<file path="src/logic/decodePkg.sv">
// Shared types, opcode map and field positions for the decode stage
// Opcode values are local to this core; any code not listed here is illegal
// Field positions assume the fixed 40-bit instruction word

package decodePkg;

	// ==============================
	// Types
	// ==============================
	typedef logic [39:0] instrT;
	typedef logic [6:0]  opcodeT;
	typedef logic [1:0]  precT;
	typedef logic [5:0]  regNumT;
	typedef logic [63:0] immT;
	typedef logic [2:0]  unitT;

	// Precision 11 selects the full 64-bit width
	localparam precT PREC_DEFAULT = 2'b11;

	// Functional-unit codes
	localparam unitT UNIT_ALU    = 3'd0;
	localparam unitT UNIT_MUL    = 3'd1;
	localparam unitT UNIT_DIV    = 3'd2;
	localparam unitT UNIT_FPU    = 3'd3;
	localparam unitT UNIT_MEM    = 3'd4;
	localparam unitT UNIT_BRANCH = 3'd5;
	localparam unitT UNIT_SYS    = 3'd6;
	localparam unitT UNIT_NONE   = 3'd7;

	// ==============================
	// Opcodes
	// ==============================
	// Scalar codes live below 64; a vector twin sits at scalar code plus 64
	localparam opcodeT OP_SYS    = 7'd0;
	localparam opcodeT OP_R2     = 7'd2;
	localparam opcodeT OP_ADDI   = 7'd4;
	localparam opcodeT OP_SUBFI  = 7'd5;
	localparam opcodeT OP_CMPI   = 7'd6;
	localparam opcodeT OP_MULI   = 7'd7;
	localparam opcodeT OP_DIVI   = 7'd8;
	localparam opcodeT OP_ANDI   = 7'd9;
	localparam opcodeT OP_ORI    = 7'd10;
	localparam opcodeT OP_EORI   = 7'd11;
	localparam opcodeT OP_SLTI   = 7'd12;
	localparam opcodeT OP_FLT3   = 7'd13;
	localparam opcodeT OP_SHIFT  = 7'd14;
	localparam opcodeT OP_CSR    = 7'd16;
	localparam opcodeT OP_MOV    = 7'd17;
	localparam opcodeT OP_LDAX   = 7'd18;
	localparam opcodeT OP_ADDSI  = 7'd20;
	localparam opcodeT OP_ORSI   = 7'd21;
	localparam opcodeT OP_ANDSI  = 7'd22;
	localparam opcodeT OP_EORSI  = 7'd23;
	localparam opcodeT OP_BSR    = 7'd32;
	localparam opcodeT OP_JSR    = 7'd33;
	localparam opcodeT OP_FENCE  = 7'd40;
	localparam opcodeT OP_NOP    = 7'd41;
	localparam opcodeT OP_PUSH   = 7'd42;
	localparam opcodeT OP_POP    = 7'd43;
	localparam opcodeT OP_ENTER  = 7'd44;
	localparam opcodeT OP_LEAVE  = 7'd45;
	localparam opcodeT OP_ATOM   = 7'd46;
	localparam opcodeT OP_PFXA32 = 7'd48;
	localparam opcodeT OP_PFXB32 = 7'd49;
	localparam opcodeT OP_PFXC32 = 7'd50;
	localparam opcodeT OP_QFEXT  = 7'd52;
	localparam opcodeT OP_REGC   = 7'd53;
	localparam opcodeT OP_VEC    = 7'd54;
	localparam opcodeT OP_VECZ   = 7'd55;
	localparam opcodeT OP_VADDI  = 7'd68;
	localparam opcodeT OP_VCMPI  = 7'd70;
	localparam opcodeT OP_VMULI  = 7'd71;
	localparam opcodeT OP_VDIVI  = 7'd72;
	localparam opcodeT OP_VANDI  = 7'd73;
	localparam opcodeT OP_VORI   = 7'd74;
	localparam opcodeT OP_VEORI  = 7'd75;
	localparam opcodeT OP_VSHIFT = 7'd78;
	localparam opcodeT OP_VADDSI = 7'd84;
	localparam opcodeT OP_VORSI  = 7'd85;
	localparam opcodeT OP_VANDSI = 7'd86;
	localparam opcodeT OP_VEORSI = 7'd87;

	// ==============================
	// Field positions
	// ==============================
	localparam int OPC_LSB     = 0;
	localparam int OPC_W       = 7;
	localparam int REG_W       = 6;
	localparam int RD_LSB      = 7;
	localparam int RS1_LSB     = 13;
	localparam int RS2_LSB     = 19;
	localparam int RS3_LSB     = 25;
	localparam int PREC_W      = 2;
	localparam int PREC_R2_LSB = 31;
	localparam int PREC_LI_LSB = 19;
	localparam int PREC_SI_LSB = 16;
	localparam int PREC_SH_LSB = 34;
	localparam int LIMM_LSB    = 21;
	localparam int LIMM_W      = 19;
	localparam int SIMM_LSB    = 18;
	localparam int SIMM_W      = 22;
	localparam int SHAMT_LSB   = 25;
	localparam int SHAMT_W     = 6;
	localparam int IMM_W       = 64;

	// Long-immediate form, scalar and vector
	function automatic logic isLongImm(opcodeT op);
		case (op)
			OP_ADDI, OP_VADDI, OP_SUBFI, OP_CMPI, OP_VCMPI, OP_MULI, OP_VMULI,
			OP_DIVI, OP_VDIVI, OP_ANDI, OP_VANDI, OP_ORI, OP_VORI, OP_EORI,
			OP_VEORI, OP_SLTI:
				isLongImm = 1'b1;
			default:
				isLongImm = 1'b0;
		endcase
	endfunction

	// Short-immediate form, where the destination doubles as the source
	function automatic logic isShortImm(opcodeT op);
		case (op)
			OP_ADDSI, OP_VADDSI, OP_ORSI, OP_VORSI, OP_ANDSI, OP_VANDSI,
			OP_EORSI, OP_VEORSI:
				isShortImm = 1'b1;
			default:
				isShortImm = 1'b0;
		endcase
	endfunction

	// Shift form with an inline shift amount
	function automatic logic isShift(opcodeT op);
		isShift = (op == OP_SHIFT) || (op == OP_VSHIFT);
	endfunction

endpackage

</file>
<file path="src/logic/decodePrec.sv">
// Combinational precision decoder, zero cycles from instr to prec
// Opcodes without a precision field, and illegal ones, report 64 bits

module decodePrec
(
	input  decodePkg::instrT instr,
	output decodePkg::precT  prec
);
	import decodePkg::*;

	// Opcode sits in the low bits of every form
	opcodeT opcode;

	// Candidate precision fields, one per instruction form
	precT precR2;
	precT precLong;
	precT precShort;
	precT precShift;

	assign opcode = instr[OPC_LSB +: OPC_W];

	// ==============================
	// Field extraction
	// ==============================
	// Register-register form keeps its precision above the third source
	assign precR2 = instr[PREC_R2_LSB +: PREC_W];

	// Long-immediate form places it just under the immediate
	assign precLong = instr[PREC_LI_LSB +: PREC_W];

	// Short-immediate form has no rs1 field, so precision sits lower
	assign precShort = instr[PREC_SI_LSB +: PREC_W];

	// Shift and three-operand float share one position
	assign precShift = instr[PREC_SH_LSB +: PREC_W];

	// ==============================
	// Field select by opcode
	// ==============================
	always_comb
	begin
		// Full width unless a form below says otherwise
		prec = PREC_DEFAULT;
		if (opcode == OP_R2)
		begin
			prec = precR2;
		end
		else if (isLongImm(opcode))
		begin
			prec = precLong;
		end
		else if (isShortImm(opcode))
		begin
			prec = precShort;
		end
		else if (isShift(opcode) || opcode == OP_FLT3)
		begin
			prec = precShift;
		end
		// SYS, CSR, MOV, LDAX, branches, prefixes and memory ops fall through
	end

endmodule

</file>
<file path="src/logic/decodeRegs.sv">
// Combinational register-field decoder
// Fields that an opcode does not use read as register 0
// Short-immediate forms reuse rd as the first source

module decodeRegs
(
	input  decodePkg::instrT  instr,
	output decodePkg::regNumT rd,
	output decodePkg::regNumT rs1,
	output decodePkg::regNumT rs2,
	output decodePkg::regNumT rs3,
	output logic              regWrite
);
	import decodePkg::*;

	opcodeT opcode;

	// Raw fields before masking
	regNumT rdField;
	regNumT rs1Field;
	regNumT rs2Field;
	regNumT rs3Field;

	// Form flags
	logic shortImm;
	logic hasRs2;
	logic hasRs3;

	assign opcode   = instr[OPC_LSB +: OPC_W];
	assign rdField  = instr[RD_LSB +: REG_W];
	assign rs1Field = instr[RS1_LSB +: REG_W];
	assign rs2Field = instr[RS2_LSB +: REG_W];
	assign rs3Field = instr[RS3_LSB +: REG_W];

	assign shortImm = isShortImm(opcode);

	// ==============================
	// Register write and source use
	// ==============================
	always_comb
	begin
		case (opcode)
			OP_R2, OP_FLT3, OP_MOV, OP_CSR, OP_LDAX:
				regWrite = 1'b1;
			default:
				regWrite = isShift(opcode) || isLongImm(opcode) || shortImm;
		endcase
	end

	// Only the register and float forms carry a second source
	assign hasRs2 = (opcode == OP_R2) || (opcode == OP_FLT3);

	// Fused float ops are the only three-source instructions
	assign hasRs3 = (opcode == OP_FLT3);

	// ==============================
	// Field masking
	// ==============================
	// rd is meaningful only when the instruction writes it
	assign rd = regWrite ? rdField : '0;

	// The rs1 field holds immediate bits in short forms, so rd feeds rs1 there
	assign rs1 = !regWrite ? '0 :
		shortImm ? rdField : rs1Field;

	assign rs2 = hasRs2 ? rs2Field : '0;
	assign rs3 = hasRs3 ? rs3Field : '0;

endmodule

</file>
<file path="src/logic/decodeImm.sv">
// Combinational immediate builder, always 64 bits wide
// Long and short forms are signed, the shift amount is unsigned

module decodeImm
(
	input  decodePkg::instrT instr,
	output decodePkg::immT   imm,
	output logic             hasImm
);
	import decodePkg::*;

	opcodeT opcode;

	// Raw immediate fields of each form
	logic [LIMM_W-1:0]  longField;
	logic [SIMM_W-1:0]  shortField;
	logic [SHAMT_W-1:0] shamtField;

	// Fields after extension to full width
	immT longExt;
	immT shortExt;
	immT shamtExt;

	assign opcode     = instr[OPC_LSB +: OPC_W];
	assign longField  = instr[LIMM_LSB +: LIMM_W];
	assign shortField = instr[SIMM_LSB +: SIMM_W];
	assign shamtField = instr[SHAMT_LSB +: SHAMT_W];

	// ==============================
	// Extension
	// ==============================
	// Replicate the top bit of the 19-bit field
	assign longExt = {{(IMM_W-LIMM_W){longField[LIMM_W-1]}}, longField};

	// Same for the 22-bit short field
	assign shortExt = {{(IMM_W-SIMM_W){shortField[SIMM_W-1]}}, shortField};

	// Shift counts are never negative
	assign shamtExt = {{(IMM_W-SHAMT_W){1'b0}}, shamtField};

	// ==============================
	// Select by form
	// ==============================
	always_comb
	begin
		imm    = '0;
		hasImm = 1'b0;
		if (isLongImm(opcode))
		begin
			imm    = longExt;
			hasImm = 1'b1;
		end
		else if (isShortImm(opcode))
		begin
			imm    = shortExt;
			hasImm = 1'b1;
		end
		else if (isShift(opcode))
		begin
			imm    = shamtExt;
			hasImm = 1'b1;
		end
	end

endmodule

</file>
<file path="src/logic/decodeUnitSel.sv">
// Combinational functional-unit selector
// Unknown opcodes map to UNIT_NONE and raise illegal
// Prefix opcodes are steered to the system unit without merging

module decodeUnitSel
(
	input  decodePkg::instrT instr,
	output decodePkg::unitT  unit,
	output logic             vector,
	output logic             illegal
);
	import decodePkg::*;

	opcodeT opcode;

	assign opcode = instr[OPC_LSB +: OPC_W];

	// ==============================
	// Unit steering
	// ==============================
	always_comb
	begin
		case (opcode)
			OP_MULI, OP_VMULI:
				unit = UNIT_MUL;
			OP_DIVI, OP_VDIVI:
				unit = UNIT_DIV;
			OP_FLT3:
				unit = UNIT_FPU;
			OP_LDAX, OP_PUSH, OP_POP, OP_ENTER, OP_LEAVE, OP_ATOM:
				unit = UNIT_MEM;
			OP_BSR, OP_JSR:
				unit = UNIT_BRANCH;
			OP_SYS, OP_CSR, OP_FENCE, OP_NOP, OP_PFXA32, OP_PFXB32, OP_PFXC32,
			OP_QFEXT, OP_REGC, OP_VEC, OP_VECZ:
				unit = UNIT_SYS;
			// Plain integer work goes to the ALU
			OP_R2, OP_MOV, OP_ADDI, OP_VADDI, OP_SUBFI, OP_CMPI, OP_VCMPI,
			OP_ANDI, OP_VANDI, OP_ORI, OP_VORI, OP_EORI, OP_VEORI, OP_SLTI,
			OP_ADDSI, OP_VADDSI, OP_ORSI, OP_VORSI, OP_ANDSI, OP_VANDSI,
			OP_EORSI, OP_VEORSI, OP_SHIFT, OP_VSHIFT:
				unit = UNIT_ALU;
			default:
				unit = UNIT_NONE;
		endcase
	end

	// Nothing legal is ever steered to UNIT_NONE
	assign illegal = (unit == UNIT_NONE);

	// ==============================
	// Vector flag
	// ==============================
	always_comb
	begin
		case (opcode)
			OP_VADDI, OP_VCMPI, OP_VMULI, OP_VDIVI, OP_VANDI, OP_VORI, OP_VEORI,
			OP_VADDSI, OP_VORSI, OP_VANDSI, OP_VEORSI, OP_VSHIFT, OP_VEC, OP_VECZ:
				vector = 1'b1;
			default:
				vector = 1'b0;
		endcase
	end

endmodule

</file>
<file path="src/logic/decodeStage.sv">
// Decode stage top, one cycle from instrValid to decValid
// No stall input; a new instruction may arrive every cycle
// Field registers hold their last value while instrValid is low

module decodeStage
(
	input  logic               clk,
	input  logic               arstN,
	input  logic               instrValid,
	input  decodePkg::instrT   instr,
	output logic               decValid,
	output decodePkg::precT    decPrec,
	output decodePkg::regNumT  decRd,
	output decodePkg::regNumT  decRs1,
	output decodePkg::regNumT  decRs2,
	output decodePkg::regNumT  decRs3,
	output logic               decRegWrite,
	output decodePkg::immT     decImm,
	output logic               decHasImm,
	output decodePkg::unitT    decUnit,
	output logic               decVector,
	output logic               decIllegal
);
	import decodePkg::*;

	// Combinational decoder results for the current instr
	precT   nxtPrec;
	regNumT nxtRd;
	regNumT nxtRs1;
	regNumT nxtRs2;
	regNumT nxtRs3;
	logic   nxtRegWrite;
	immT    nxtImm;
	logic   nxtHasImm;
	unitT   nxtUnit;
	logic   nxtVector;
	logic   nxtIllegal;

	// ==============================
	// Decoders
	// ==============================
	decodePrec u_prec (.instr(instr), .prec(nxtPrec));

	decodeRegs u_regs
	(
		.instr(instr), .rd(nxtRd), .rs1(nxtRs1), .rs2(nxtRs2), .rs3(nxtRs3),
		.regWrite(nxtRegWrite)
	);

	decodeImm u_imm (.instr(instr), .imm(nxtImm), .hasImm(nxtHasImm));

	decodeUnitSel u_unitSel
	(
		.instr(instr), .unit(nxtUnit), .vector(nxtVector), .illegal(nxtIllegal)
	);

	// ==============================
	// Output register
	// ==============================
	// Valid tracks the strobe every cycle
	always_ff @(posedge clk or negedge arstN)
	begin
		if (!arstN)
			decValid <= 1'b0;
		else
			decValid <= instrValid;
	end

	// Fields load only with a valid instruction
	always_ff @(posedge clk or negedge arstN)
	begin
		if (!arstN)
		begin
			decPrec     <= '0;
			decRd       <= '0;
			decRs1      <= '0;
			decRs2      <= '0;
			decRs3      <= '0;
			decRegWrite <= 1'b0;
			decImm      <= '0;
			decHasImm   <= 1'b0;
			decUnit     <= '0;
			decVector   <= 1'b0;
			decIllegal  <= 1'b0;
		end
		else if (instrValid)
		begin
			decPrec     <= nxtPrec;
			decRd       <= nxtRd;
			decRs1      <= nxtRs1;
			decRs2      <= nxtRs2;
			decRs3      <= nxtRs3;
			// An illegal instruction must never reach the register file
			decRegWrite <= nxtRegWrite & ~nxtIllegal;
			decImm      <= nxtImm;
			decHasImm   <= nxtHasImm;
			decUnit     <= nxtUnit;
			decVector   <= nxtVector;
			decIllegal  <= nxtIllegal;
		end
	end

endmodule

</file>
<file path="config.mk">
export PLATFORM = sky130hd
export DESIGN_NAME = decodeStage
export DESIGN_NICKNAME = d
export VERILOG_FILES = /design/src/logic/decodePkg.sv /design/src/logic/decodePrec.sv /design/src/logic/decodeRegs.sv /design/src/logic/decodeImm.sv /design/src/logic/decodeUnitSel.sv /design/src/logic/decodeStage.sv
export SDC_FILE = /design/constraint.sdc
export NUM_CORES = 1
export LEC_CHECK = 0
export ABC_CLOCK_PERIOD_IN_PS = 1800
export BUFFER_PORTS_ARGS = -buffer_cell sky130_fd_sc_hd__buf_2
export CAP_MARGIN = 40
export CORE_AREA = 3 3 87 89
export CTS_CLUSTER_DIAMETER = 50
export DETAILED_ROUTE_END_ITERATION = 10
export DIE_AREA = 0 0 90 92
export GPL_ROUTABILITY_DRIVEN = 1
export PLACE_DENSITY = 0.82
export SYNTH_ARGS = -nofsm -noshare
export SYNTH_HDL_FRONTEND = slang
export SYNTH_SLANG_ARGS = --single-unit
</file>
<file path="constraint.sdc">
create_clock -name clk -period 1.8 [get_ports clk]
set_input_delay 0.54 -clock clk [delete_from_list [all_inputs] [get_ports clk]]
set_output_delay 0.54 -clock clk [all_outputs]
set_load 0.05 [all_outputs]
</file>
# Word-level counts from Yosys, hierarchy flattened
# Memory sizes are Yosys's and may differ from the RTL's.
# Cells that the tools add are included.
dict set report totals {
  ff_bits 98
  rom_bits 384
  output_inout_bits 98
  memories 1
}
dict set report classes {
  eq_ne 34
  mux 24
  n_bitwise 2
  n_reduce_logical 9
}
# name depth width read_ports rd_ports_with_merged_regs write_ports line_no
set mem_list {}
lappend mem_list {{(no name shown)} 128 3 1 0 0 decodeUnitSel.sv:23} ;# case (opcode)
# cell n
set ops {}
lappend ops {{$mux 64} 2}
lappend ops {{$eq 7x7->1 const B} 12}
lappend ops {{$eq 7x4->1 const B} 7}
lappend ops {{$eq 7x5->1 const B} 7}
lappend ops {{$mux 6} 6}
lappend ops {{$eq 7x3->1 const B} 4}
lappend ops {{$reduce_or 16->1} 1}
lappend ops {{$eq 7x6->1 const B} 2}
lappend ops {{$reduce_or 14->1} 1}
lappend ops {{$mux 1} 12}
lappend ops {{$mux 2} 4}
lappend ops {{$reduce_or 8->1} 1}
lappend ops {{$eq 7x2->1 const B} 1}
lappend ops {{$logic_or 1x1->1} 5}
lappend ops {{$reduce_or 5->1} 1}
lappend ops {{$eq 3x3->1 const B} 1}
lappend ops {{$and 1x1->1} 1}
lappend ops {{$not 1->1} 1}

# Logic depth before layout (Yosys ltp)
# Gate-level depths: netlist (run 1).
dict set report logic_depth {
  depth_word 9
  depth_mapped 9
}

# Modules after synthesis
# From an unflattened synthesis (run 1), not the netlist that was laid out.
dict set report unflattened {
  cells_unflattened 437
  hier_area_um2 5378.9
}
# module instances cells_each area_each_um2
set by_module_without_submodules {}
lappend by_module_without_submodules {decodeStage 1 208 3697.3}
lappend by_module_without_submodules {decodeImm 1 84 693.2}
lappend by_module_without_submodules {decodeUnitSel 1 65 446.7}
lappend by_module_without_submodules {decodeRegs 1 57 391.6}
lappend by_module_without_submodules {decodePrec 1 23 150.1}

# Worst setup path after synthesis (run 1)
# OpenSTA, ideal clock, no wires.
dict set report synth_path {
  kind {input port to flip-flop}
  start {in instr[0]}
  end {reg decImm[10]}
  setup_time_ns 0.126
  t_arrival_ns 2.128
  slack_ns -0.454
  cell_stages 9
  path_cell_list {inv_1 ha_1 buf_6 or3_4 o2bb2ai_2 o21a_4 buf_6 a221oi_1 nor2_1}
}
dict set report synth_via {
  elab_chain_len 6
  elab_cells_between_ends 31
  classes_between {eq/ne (24); mux (5); reduce/logical (2)}
}
# item line_no
set synth_rtl {}
lappend synth_rtl {{from (decl)} decodeStage.sv:10} ;# input decodePkg::instrT instr,
lappend synth_rtl {{$eq 7x5->1 / $eq 7x7->1 (equally long branches)} decodePkg.sv:120} ;# case (op)
lappend synth_rtl {{$reduce_or 8->1} decodePkg.sv:120}
lappend synth_rtl {{$mux 1} decodePkg.sv:120}
lappend synth_rtl {{$mux 1} decodeImm.sv:48} ;# if (isLongImm(opcode))
lappend synth_rtl {{$mux 64} decodeImm.sv:53} ;# else if (isShortImm(opcode))
lappend synth_rtl {{$mux 64 *} decodeImm.sv:48}
lappend synth_rtl {{to (signal assigned)} decodeStage.sv:95} ;# decImm <= nxtImm;
lappend synth_rtl {{to (decl)} decodeStage.sv:18} ;# output decodePkg::immT decImm,
# Mark *: on every way between the ends. The rest lies on a longest branch, timed or not. The select of a mux whose other input is x is not followed.
# A chain may end at the register's enable or synchronous reset.

# Final worst setup path (run 1)
dict set report layout_path {
  start {in instr[1]}
  end {reg decRd[2]}
}
dict set report layout_via {
  elab_chain_len 8
  elab_cells_between_ends 42
  classes_between {eq/ne (31); mux (5); reduce/logical (6)}
}
# item line_no
set layout_rtl {}
lappend layout_rtl {{$eq 7x3->1, or another cell as far along} decodePkg.sv:108} ;# case (op)
lappend layout_rtl {{$reduce_or 16->1} decodePkg.sv:108}
lappend layout_rtl {{$mux 1} decodePkg.sv:108}
lappend layout_rtl {{$mux 1} decodeRegs.sv:42} ;# case (opcode)
lappend layout_rtl {{$logic_or 1x1->1 (2 in series)} decodeRegs.sv:46} ;# regWrite = isShift(opcode) || isLongImm(opcode) || shortImm;
lappend layout_rtl {{$mux 1 *} decodeRegs.sv:42}
lappend layout_rtl {{$mux 6 *} decodeRegs.sv:60} ;# assign rd = regWrite ? rdField : '0;
lappend layout_rtl {{to (signal assigned)} decodeStage.sv:89} ;# decRd <= nxtRd;
lappend layout_rtl {{to (decl)} decodeStage.sv:13} ;# output decodePkg::regNumT decRd,
# Marks and branches as above.

==> results of run 1 <==
-- registers in the layout, summed over array words and instances, names as in the netlist --
register	flops
decImm	22
decRd	6
decRs1	6
decRs2	6
decRs3	6
decUnit	3
decPrec	2
decHasImm	1
decIllegal	1
decRegWrite	1
decValid	1
decVector	1
-- power by group --
part           switching, W  internal, W
combinational      0.000903     0.000398
sequential        0.0000537      0.00134
clock              0.000413     0.000414
total               0.00137      0.00215
-- how the worst min path moves through the flow --
stage          slack [ps]                      to              startpoint  cells after the start
2_1_floorplan         240   decHasImm$_DFFE_PN0P_                   arstN                      0
3_3_place_gp          470   decImm[4]$_DFFE_PN0P_   decImm[4]$_DFFE_PN0P_                      1
3_5_place_dp          470  decPrec[0]$_DFFE_PN0P_  decPrec[0]$_DFFE_PN0P_                      1
4_1_cts               220  decImm[16]$_DFFE_PN0P_                   arstN                      2
5_1_grt               220  decImm[16]$_DFFE_PN0P_                   arstN                      2
6_report              190  decImm[16]$_DFFE_PN0P_                   arstN                      2
-- synth_stat cells, drive strengths merged, types with 2 or more instances --
cell type    instances  area, um^2
a2111oi              3       26.28
a21oi               12       60.06
a221oi              12       111.4
a22o                18       157.7
a31oi                5       31.28
buf                 51       377.9
clkbuf              12       78.83
dfrtp               56        1401
dlygate4sd1          2       17.52
ha                   7       87.58
inv                  7       26.28
mux2                 2       22.52
mux2i               11       110.1
nand2               11       41.29
nand3                4       20.02
nand3b               2       15.01
nand4                2       12.51
nor2                41       153.9
nor2b                4       25.02
nor3                 3       20.02
o211ai               2       15.01
o21a                 2       22.52
o21ai               12       63.81
o221ai               6       52.55
o22a                 2       17.52
o2bb2ai             16       146.4
o311ai               2       17.52
o31ai                2       15.01
or2                  2       15.02
or2b                 2       16.27
or3                  2       17.52
-- cell families after synthesis --
group,Yosys count
fa+ha+maj,7
buf+inv,72
mux,13
compound gates,104
flops,56
simple gates,81
-- stage by stage --
| stage | setup TNS, ps | setup WS (ps) | power [W] | hold WS [ps] | instances |
|---|---|---|---|---|---|
| floorplan | -8882 | -327.5 | 0.002298 | 244.4 | 333 |
| global placement | -19280 | -511.9 | 0.002595 | 465.9 | 551 |
| detailed placement | -21090 | -565.6 | 0.002617 | 467.7 | 551 |
| CTS | -3186 | -164.4 | 0.003459 | 220.3 | 564 |
| global route | -5511 | -217.7 | 0.003645 | 217.8 | 566 |
| finish | -3668 | -152.4 | 0.003524 | 194.7 | 566 |
-- layer usage --
layer | vias up | share of wire, % | wire, um
met5 | - | 0 | 0
met4 | 0 | 2.3 | 240
met3 | 22 | 8.6 | 883
met2 | 187 | 51 | 5302
met1 | 1561 | 38 | 3892
li1 | 1466 | - | -
-- final cells by class --
cell class / count / area share (%)
clock inverter: 2 / 0.7467
multi-input combinational: 206 / 37.25
timing repair buffer: 193 / 27.12
sequential: 56 / 29.95
inverter: 7 / 0.8267
clock buffer: 6 / 1.547
tap: 96 / 2.560
-- what timing repair did --
item | CTS | global route
resized for setup | 21 | 70
pin swaps | 12 | 12
gates cloned | 1 | 0
setup buffers | 4 | 2
setup endpoints to repair | 86 | 72
hold buffers | 0 | 0
==> reports/qor.yml, run 1 <==
clk_path_buf_depth: 2
max_freq_mhz: 512.2
r2r-end: "decRegWrite$_DFFE_PN0P_"
dpl.hpwl_um: 7339
final_hold_viol_count: 0
io_pins: 141
setup_ws_ps: -152.4
cp_cell_sequence: "buf_8 > buf_6 > ha_4 > or3_4 > o211ai_1 > buf_4 > a31oi_4 > a22o_1"
required_ps: 2000
core_area_um2: 6832
setup_violations: 36
setup.worst_path.class: "primary input to register"
vias: 3236
ant_nets: 0
yosys_warnings: 0
netlist_area_um2: 3374
grt_max_degree: 57
arrival_ps: 2150
power.leakage_nw: 2.342
routedWlPerCell_um: 18.23
ys_types: 61
met1_usage_pct: 27.83
use_met3_pct: 4.594
worst_path_max_delay_cell: "or3_4"
grt_pass1_wl_um: 15900
final_nets: 519
synth_compound_area_share_pct: 24.43
synth_adder_area_share_pct: 2.595
worst-slew-pin-transition_ps: 478.0
die_w_um: 90
layout-drive-gt1-share_pct: 53.62
synth_xor_area_share_pct: 0
synth-simple-area-share_pct: 12.68
violations: "negative setup slack"
grt-busiest-layer: "met2"
clkTransAtPathRegs_ps: 110
fin_crit_sh_pct: 108.5
syn_area_per_cell_um2: 10.13
cp.depth: 8
crit_fanout: 7
postLayoutCellArea_um2: 4692
viasPerCell: 5.717
worstRegToRegCells: 3
areaGrowthSynthToFinish_pct: 39.04
rsz0062_at_grt: "true"
root_buffer: "clkbuf_8"
grtUsageTotal_pct: 23.58
dieArea_um2: 8280
gp_congestion: 0.8695
netlist_instances: 333
fill_cells: 500
multi_input_area_um2: 1748
synth_nets: 383
grt_pass1_vias: 3184
final_common_cell: "buf_2"
skew_ps: 0
hold_class: "primary input to asynchronous set/reset pin"
slew_viol_final: 0
cts_tree: "yes"
wl_um: 10320
clkLatencyLatePin_ps: 320
timing.reg2reg.setup_slack_ps: 630
vdd_drop_max_mv: 0.5831
clock_sinks: 56
min_period_ps: 1952
outcome: "finished, violations left"
final_cell_mix: "buf_2, buf_4, dfrtp_1"
gr-total-overflow: 0
r2r-start: "decRegWrite$_DFFE_PN0P_"
path_buf_inv: 3
max-slew-margin-rel_pct: 68.10
synth_top_family_by_area: "compound AO/OA/AOI/OAI gates"
num_antenna_cells: 0
die_y_um: 92
ys_seq_area_share_pct: 41.53
synth_mux_area_share_pct: 3.930
p_per_area_nw_per_um2: 751.0
grtUsageMet2_pct: 42.69
port_buffers: 140
crit_family: "compound AO/OA/AOI/OAI gates"
start_util_pct: 49.40
endpoint: "decRd[2]$_DFFE_PN0P_"
synth_seq_cells: 56
seq_area_um2: 1405
drc: 0
ys_async_sr_fraction_pct: 100.0
start_kind: "primary input"
max_cap_viol_count: 0
htreeDepth: 2
drt-pass1-iter-count: 4
end_kind: "register"
synth-edff-count: 0
post-route-util_pct: 68.68
ys.flop_type: "dfrtp_1"
postPlaceCellArea_um2: 4272
drtIter0Drc: 220
slowest_delay_ps: 430
cts_buffers: 5
fp-row-count: 30
crit_start: "instr[1]"
antenna_found_initial: 0
(Power assumes the default switching activity.)
==> run 2: changes to the inputs <==
--- a/config.mk
+++ b/config.mk
@@ -5,15 +5,16 @@
 export SDC_FILE = /design/constraint.sdc
 export NUM_CORES = 1
 export LEC_CHECK = 0
+export ABC_AREA = 1
 export ABC_CLOCK_PERIOD_IN_PS = 1800
 export BUFFER_PORTS_ARGS = -buffer_cell sky130_fd_sc_hd__buf_2
 export CAP_MARGIN = 40
-export CORE_AREA = 3 3 87 89
+export CORE_AREA = 3 3 88 90
 export CTS_CLUSTER_DIAMETER = 50
 export DETAILED_ROUTE_END_ITERATION = 10
-export DIE_AREA = 0 0 90 92
+export DIE_AREA = 0 0 91 93
 export GPL_ROUTABILITY_DRIVEN = 1
-export PLACE_DENSITY = 0.82
+export PLACE_DENSITY = 0.8
 export SYNTH_ARGS = -nofsm -noshare
 export SYNTH_HDL_FRONTEND = slang
 export SYNTH_SLANG_ARGS = --single-unit
==> run 2 against run 1 <==
The flow now finishes without violations; critical path depth fell by 6; synthesized cell count increased by 36%; clock power is 2.7% higher; design area shrank 4.8%; critical path type is now register to output pin.
==> reports/qor.yml, run 2 <==
outcome: "finished, final reports clean"  # was finished, violations left
seq_power_share_pct: 41.5  # was 39.6%
seq_area_um2: 1405  # unchanged
worst-slew-pin-transition_ps: 352.5  # was 478.0 ps
synth_top_cells_by_count: "nand2_1, dfrtp_1, buf_4, nand3_1, nor2_1"  # was dfrtp_1, buf_4, nor2_1
largest_reg_flops: 22  # unchanged
clk_path_buf_depth: 2  # unchanged
setup_violations: 0  # was 36
synth_top_area_share_pct: 41.27  # was 41.53%
grt-busiest-layer: "met2"  # unchanged
grtUsageTotal_pct: 22.53  # was 23.58%
switching_share_pct: 38.00  # was 38.86%
cts_buffers: 5  # unchanged
port_buffers: 140  # unchanged
gp_congestion: 0.8435  # was 0.8695
syn_area_per_cell_um2: 7.496  # was 10.13 um^2
pwr-share-comb_pct: 32.9  # was 36.9%
clkLatencyLatePin_ps: 310  # was 320 ps
crit_fanout: 22  # was 7
start_util_pct: 47.58  # was 49.40%
hold_ws_ps: 108.2  # was 194.7 ps
gr-total-overflow: 0  # unchanged
slew_viol_final: 0  # unchanged
postPlaceCellArea_um2: 4187  # was 4272 um^2
post-route-util_pct: 62.57  # was 68.68%
cp_cell_sequence: "buf_4 > clkbuf_4"  # was buf_8 > buf_6 > ha_4 > or3_4 > o211ai_1 > buf_4 > a31oi_4 > a22o_1
ys_async_sr_fraction_pct: 100.0  # unchanged
p_sw_w: 0.001262  # was 0.001369 W
clock_sinks: 56  # unchanged
root_buffer: "clkbuf_8"  # unchanged
yosys.cell_count.top_type: "nand2_1"  # was dfrtp_1
drc: 0  # unchanged
max-slew-margin-rel_pct: 76.47  # was 68.10%
clkTransAtPathRegs_ps: 110  # about the same
ys_seq_area_share_pct: 41.27  # was 41.53%
routedWlPerCell_um: 14.29  # was 18.23 um
dieArea_um2: 8463  # was 8280 um^2
areaGrowthSynthToFinish_pct: 31.50  # was 39.04%
cts_tree: "yes"  # unchanged
max_cap_viol_count: 0  # unchanged
grt_pass1_wl_um: 15560  # was 15900 um
dpl.hpwl_um: 7493  # was 7339 um
setup.worst_path.class: "register to output pin"  # was primary input to register
postLayoutCellArea_um2: 4466  # was 4692 um^2
ant_nets: 0  # unchanged
p_per_area_nw_per_um2: 743.7  # was 751.0 nW/um^2
grt_pass1_vias: 3238  # was 3184
power.leakage_nw: 2.548  # was 2.342 nW
arrival_ps: 1230  # was 2150 ps
required_ps: 1260  # was 2000 ps
netlist_instances: 453  # was 333
tns_ps: 0  # was -3668 ps
layout-drive-gt1-share_pct: 37.88  # was 53.62%
io_pins: 141  # unchanged
grtUsageMet2_pct: 38.87  # was 42.69%
synth_seq_cells: 56  # unchanged
die_y_um: 93  # was 92 um
ys.flop_type: "dfrtp_1"  # unchanged
final_cell_mix: "nand2_1, buf_2, dfrtp_1"  # was buf_2, buf_4, dfrtp_1
synth-edff-count: 0  # unchanged
final_common_cell: "nand2_1"  # was buf_2
end_kind: "output pin"  # was register
slowest_delay_ps: 490  # was 430 ps
vdd_drop_max_mv: 0.4706  # was 0.5831 mV
synth_nets: 503  # was 383
clkPwrFrac_pct: 25.5  # was 23.5%
antenna_found_initial: 0  # unchanged
met1_usage_pct: 29.22  # was 27.83%
netlist_area_um2: 3396  # was 3374 um^2
drt-pass1-iter-count: 5  # was 4
worst_path_max_delay_cell: "dfrtp_4"  # was or3_4
largest_register: "decImm"  # unchanged
synthTopCellsByArea: "dfrtp_1, nand2_1, buf_4"  # was dfrtp_1, buf_4, a22o_1
num_antenna_cells: 0  # unchanged
max_freq_mhz: 565.7  # was 512.2 MHz
min_period_ps: 1768  # was 1952 ps
rsz0062_at_grt: "true"  # unchanged
fill_cells: 654  # was 500
multi_input_area_um2: 1499  # was 1748 um^2
core_area_um2: 7137  # was 6832 um^2
final_nets: 635  # was 519
ys_types: 30  # was 61
hold_buffers: 0  # unchanged
synth_area_leader_cell: "dfrtp_1"  # unchanged
p_total_w: 0.003321  # was 0.003524 W
grt_max_degree: 33  # was 57
fin_crit_sh_pct: 98.20  # was 108.5%
fp-row-count: 31  # was 30
p_int_w: 0.002059  # was 0.002154 W
drtIter0Drc: 222  # was 220
die_w_um: 91  # was 90 um
use_met3_pct: 3.701  # was 4.594%
skew_ps: 0  # unchanged
yosys_warnings: 0  # unchanged
final_hold_viol_count: 0  # unchanged
start_kind: "register"  # was primary input
viasPerCell: 5.120  # was 5.717
hold_class: "primary input to asynchronous set/reset pin"  # unchanged
wl_um: 9786  # was 10320 um
vias: 3507  # was 3236
htreeDepth: 2  # unchanged
## run 2: layout make-up
class,count,area share [%]
clock buffer,6,1.625
multi-input combinational,304,33.57
clock inverter,2,0.8686
sequential,56,31.47
inverter,29,2.438
timing repair buffer,189,27.26
tap,99,2.774
## run 2: cell families (layout without fill, tap and decap cells)
kind of cell               count (synthesis)  in the layout  share of synthesized area (%)
buffers and inverters                     93            226                          16.03
and+or+nand+nor                          239            239                          29.48
DFF                                       56             56                          41.27
AOI/OAI and AO/OA                         58             58                          10.65
adders and majority gates                  7              7                          2.579
## run 2: per-stage QoR
step	setup slack (ps)	std cells
4_1_cts	4.524	685
3_3_place_gp	-333.7	673
3_5_place_dp	-367.4	673
6_report	32.36	685
2_1_floorplan	11.77	453
5_1_grt	-39.73	685
## run 2: path summary, 6_finish.rpt
| check | depth (start not counted) | slack (ps) | to | from |
|---|---|---|---|---|
| worst max-delay path | 2 | 30 | decImm[42] | decImm[62]$_DFFE_PN0P_ |
| worst min-delay path | 1 | 110 | decRs2[0]$_DFFE_PN0P_ | arstN |
| worst max register to register | 3 | 870 | decImm[62]$_DFFE_PN0P_ | decImm[62]$_DFFE_PN0P_ |
| worst min register to register | 2 | 490 | decRs2[3]$_DFFE_PN0P_ | decRs2[3]$_DFFE_PN0P_ |
| max in group asynchronous | 2 | 1190 | decImm[10]$_DFFE_PN0P_ | arstN |
| min in group clk | 2 | 490 | decRs2[3]$_DFFE_PN0P_ | decRs2[3]$_DFFE_PN0P_ |
## run 2: routing by layer
layer  part of all wire, %  wire [um]  vias up
met2                    50       4853      168
met3                   8.2        804       13
li1                      -          -     1682
met5                     0          0        -
met1                    40       3948     1644
met4                   1.8        179        0
## run 2: power groups by stage
stage          Sequential (W)  Clock (W)  Combinational (W)
5_1_grt               0.00139   0.000909            0.00117
3_5_place_dp          0.00141          0            0.00105
6_report              0.00138   0.000848            0.00109
3_3_place_gp          0.00141          0            0.00104
2_1_floorplan         0.00168          0           0.000475
4_1_cts               0.00138   0.000866            0.00107
## run 2: timing repair
| action | 4_1_cts | 5_1_grt |
|---|---|---|
| buffers inserted | 4 | 0 |
| endpoints found under the hold margin | 0 | 0 |
| endpoints found under the setup margin | 63 | 62 |
| pin swaps | 0 | 2 |
| gates cloned | 0 | 0 |
| resized for setup | 5 | 48 |
## run 2: worst max-delay path, delay by kind of cell, from the launching register on
| kind | cells | cell delay, ps |
|---|---|---|
| buffers and inverters | 2 | 430 |
| DFF | 1 | 490 |
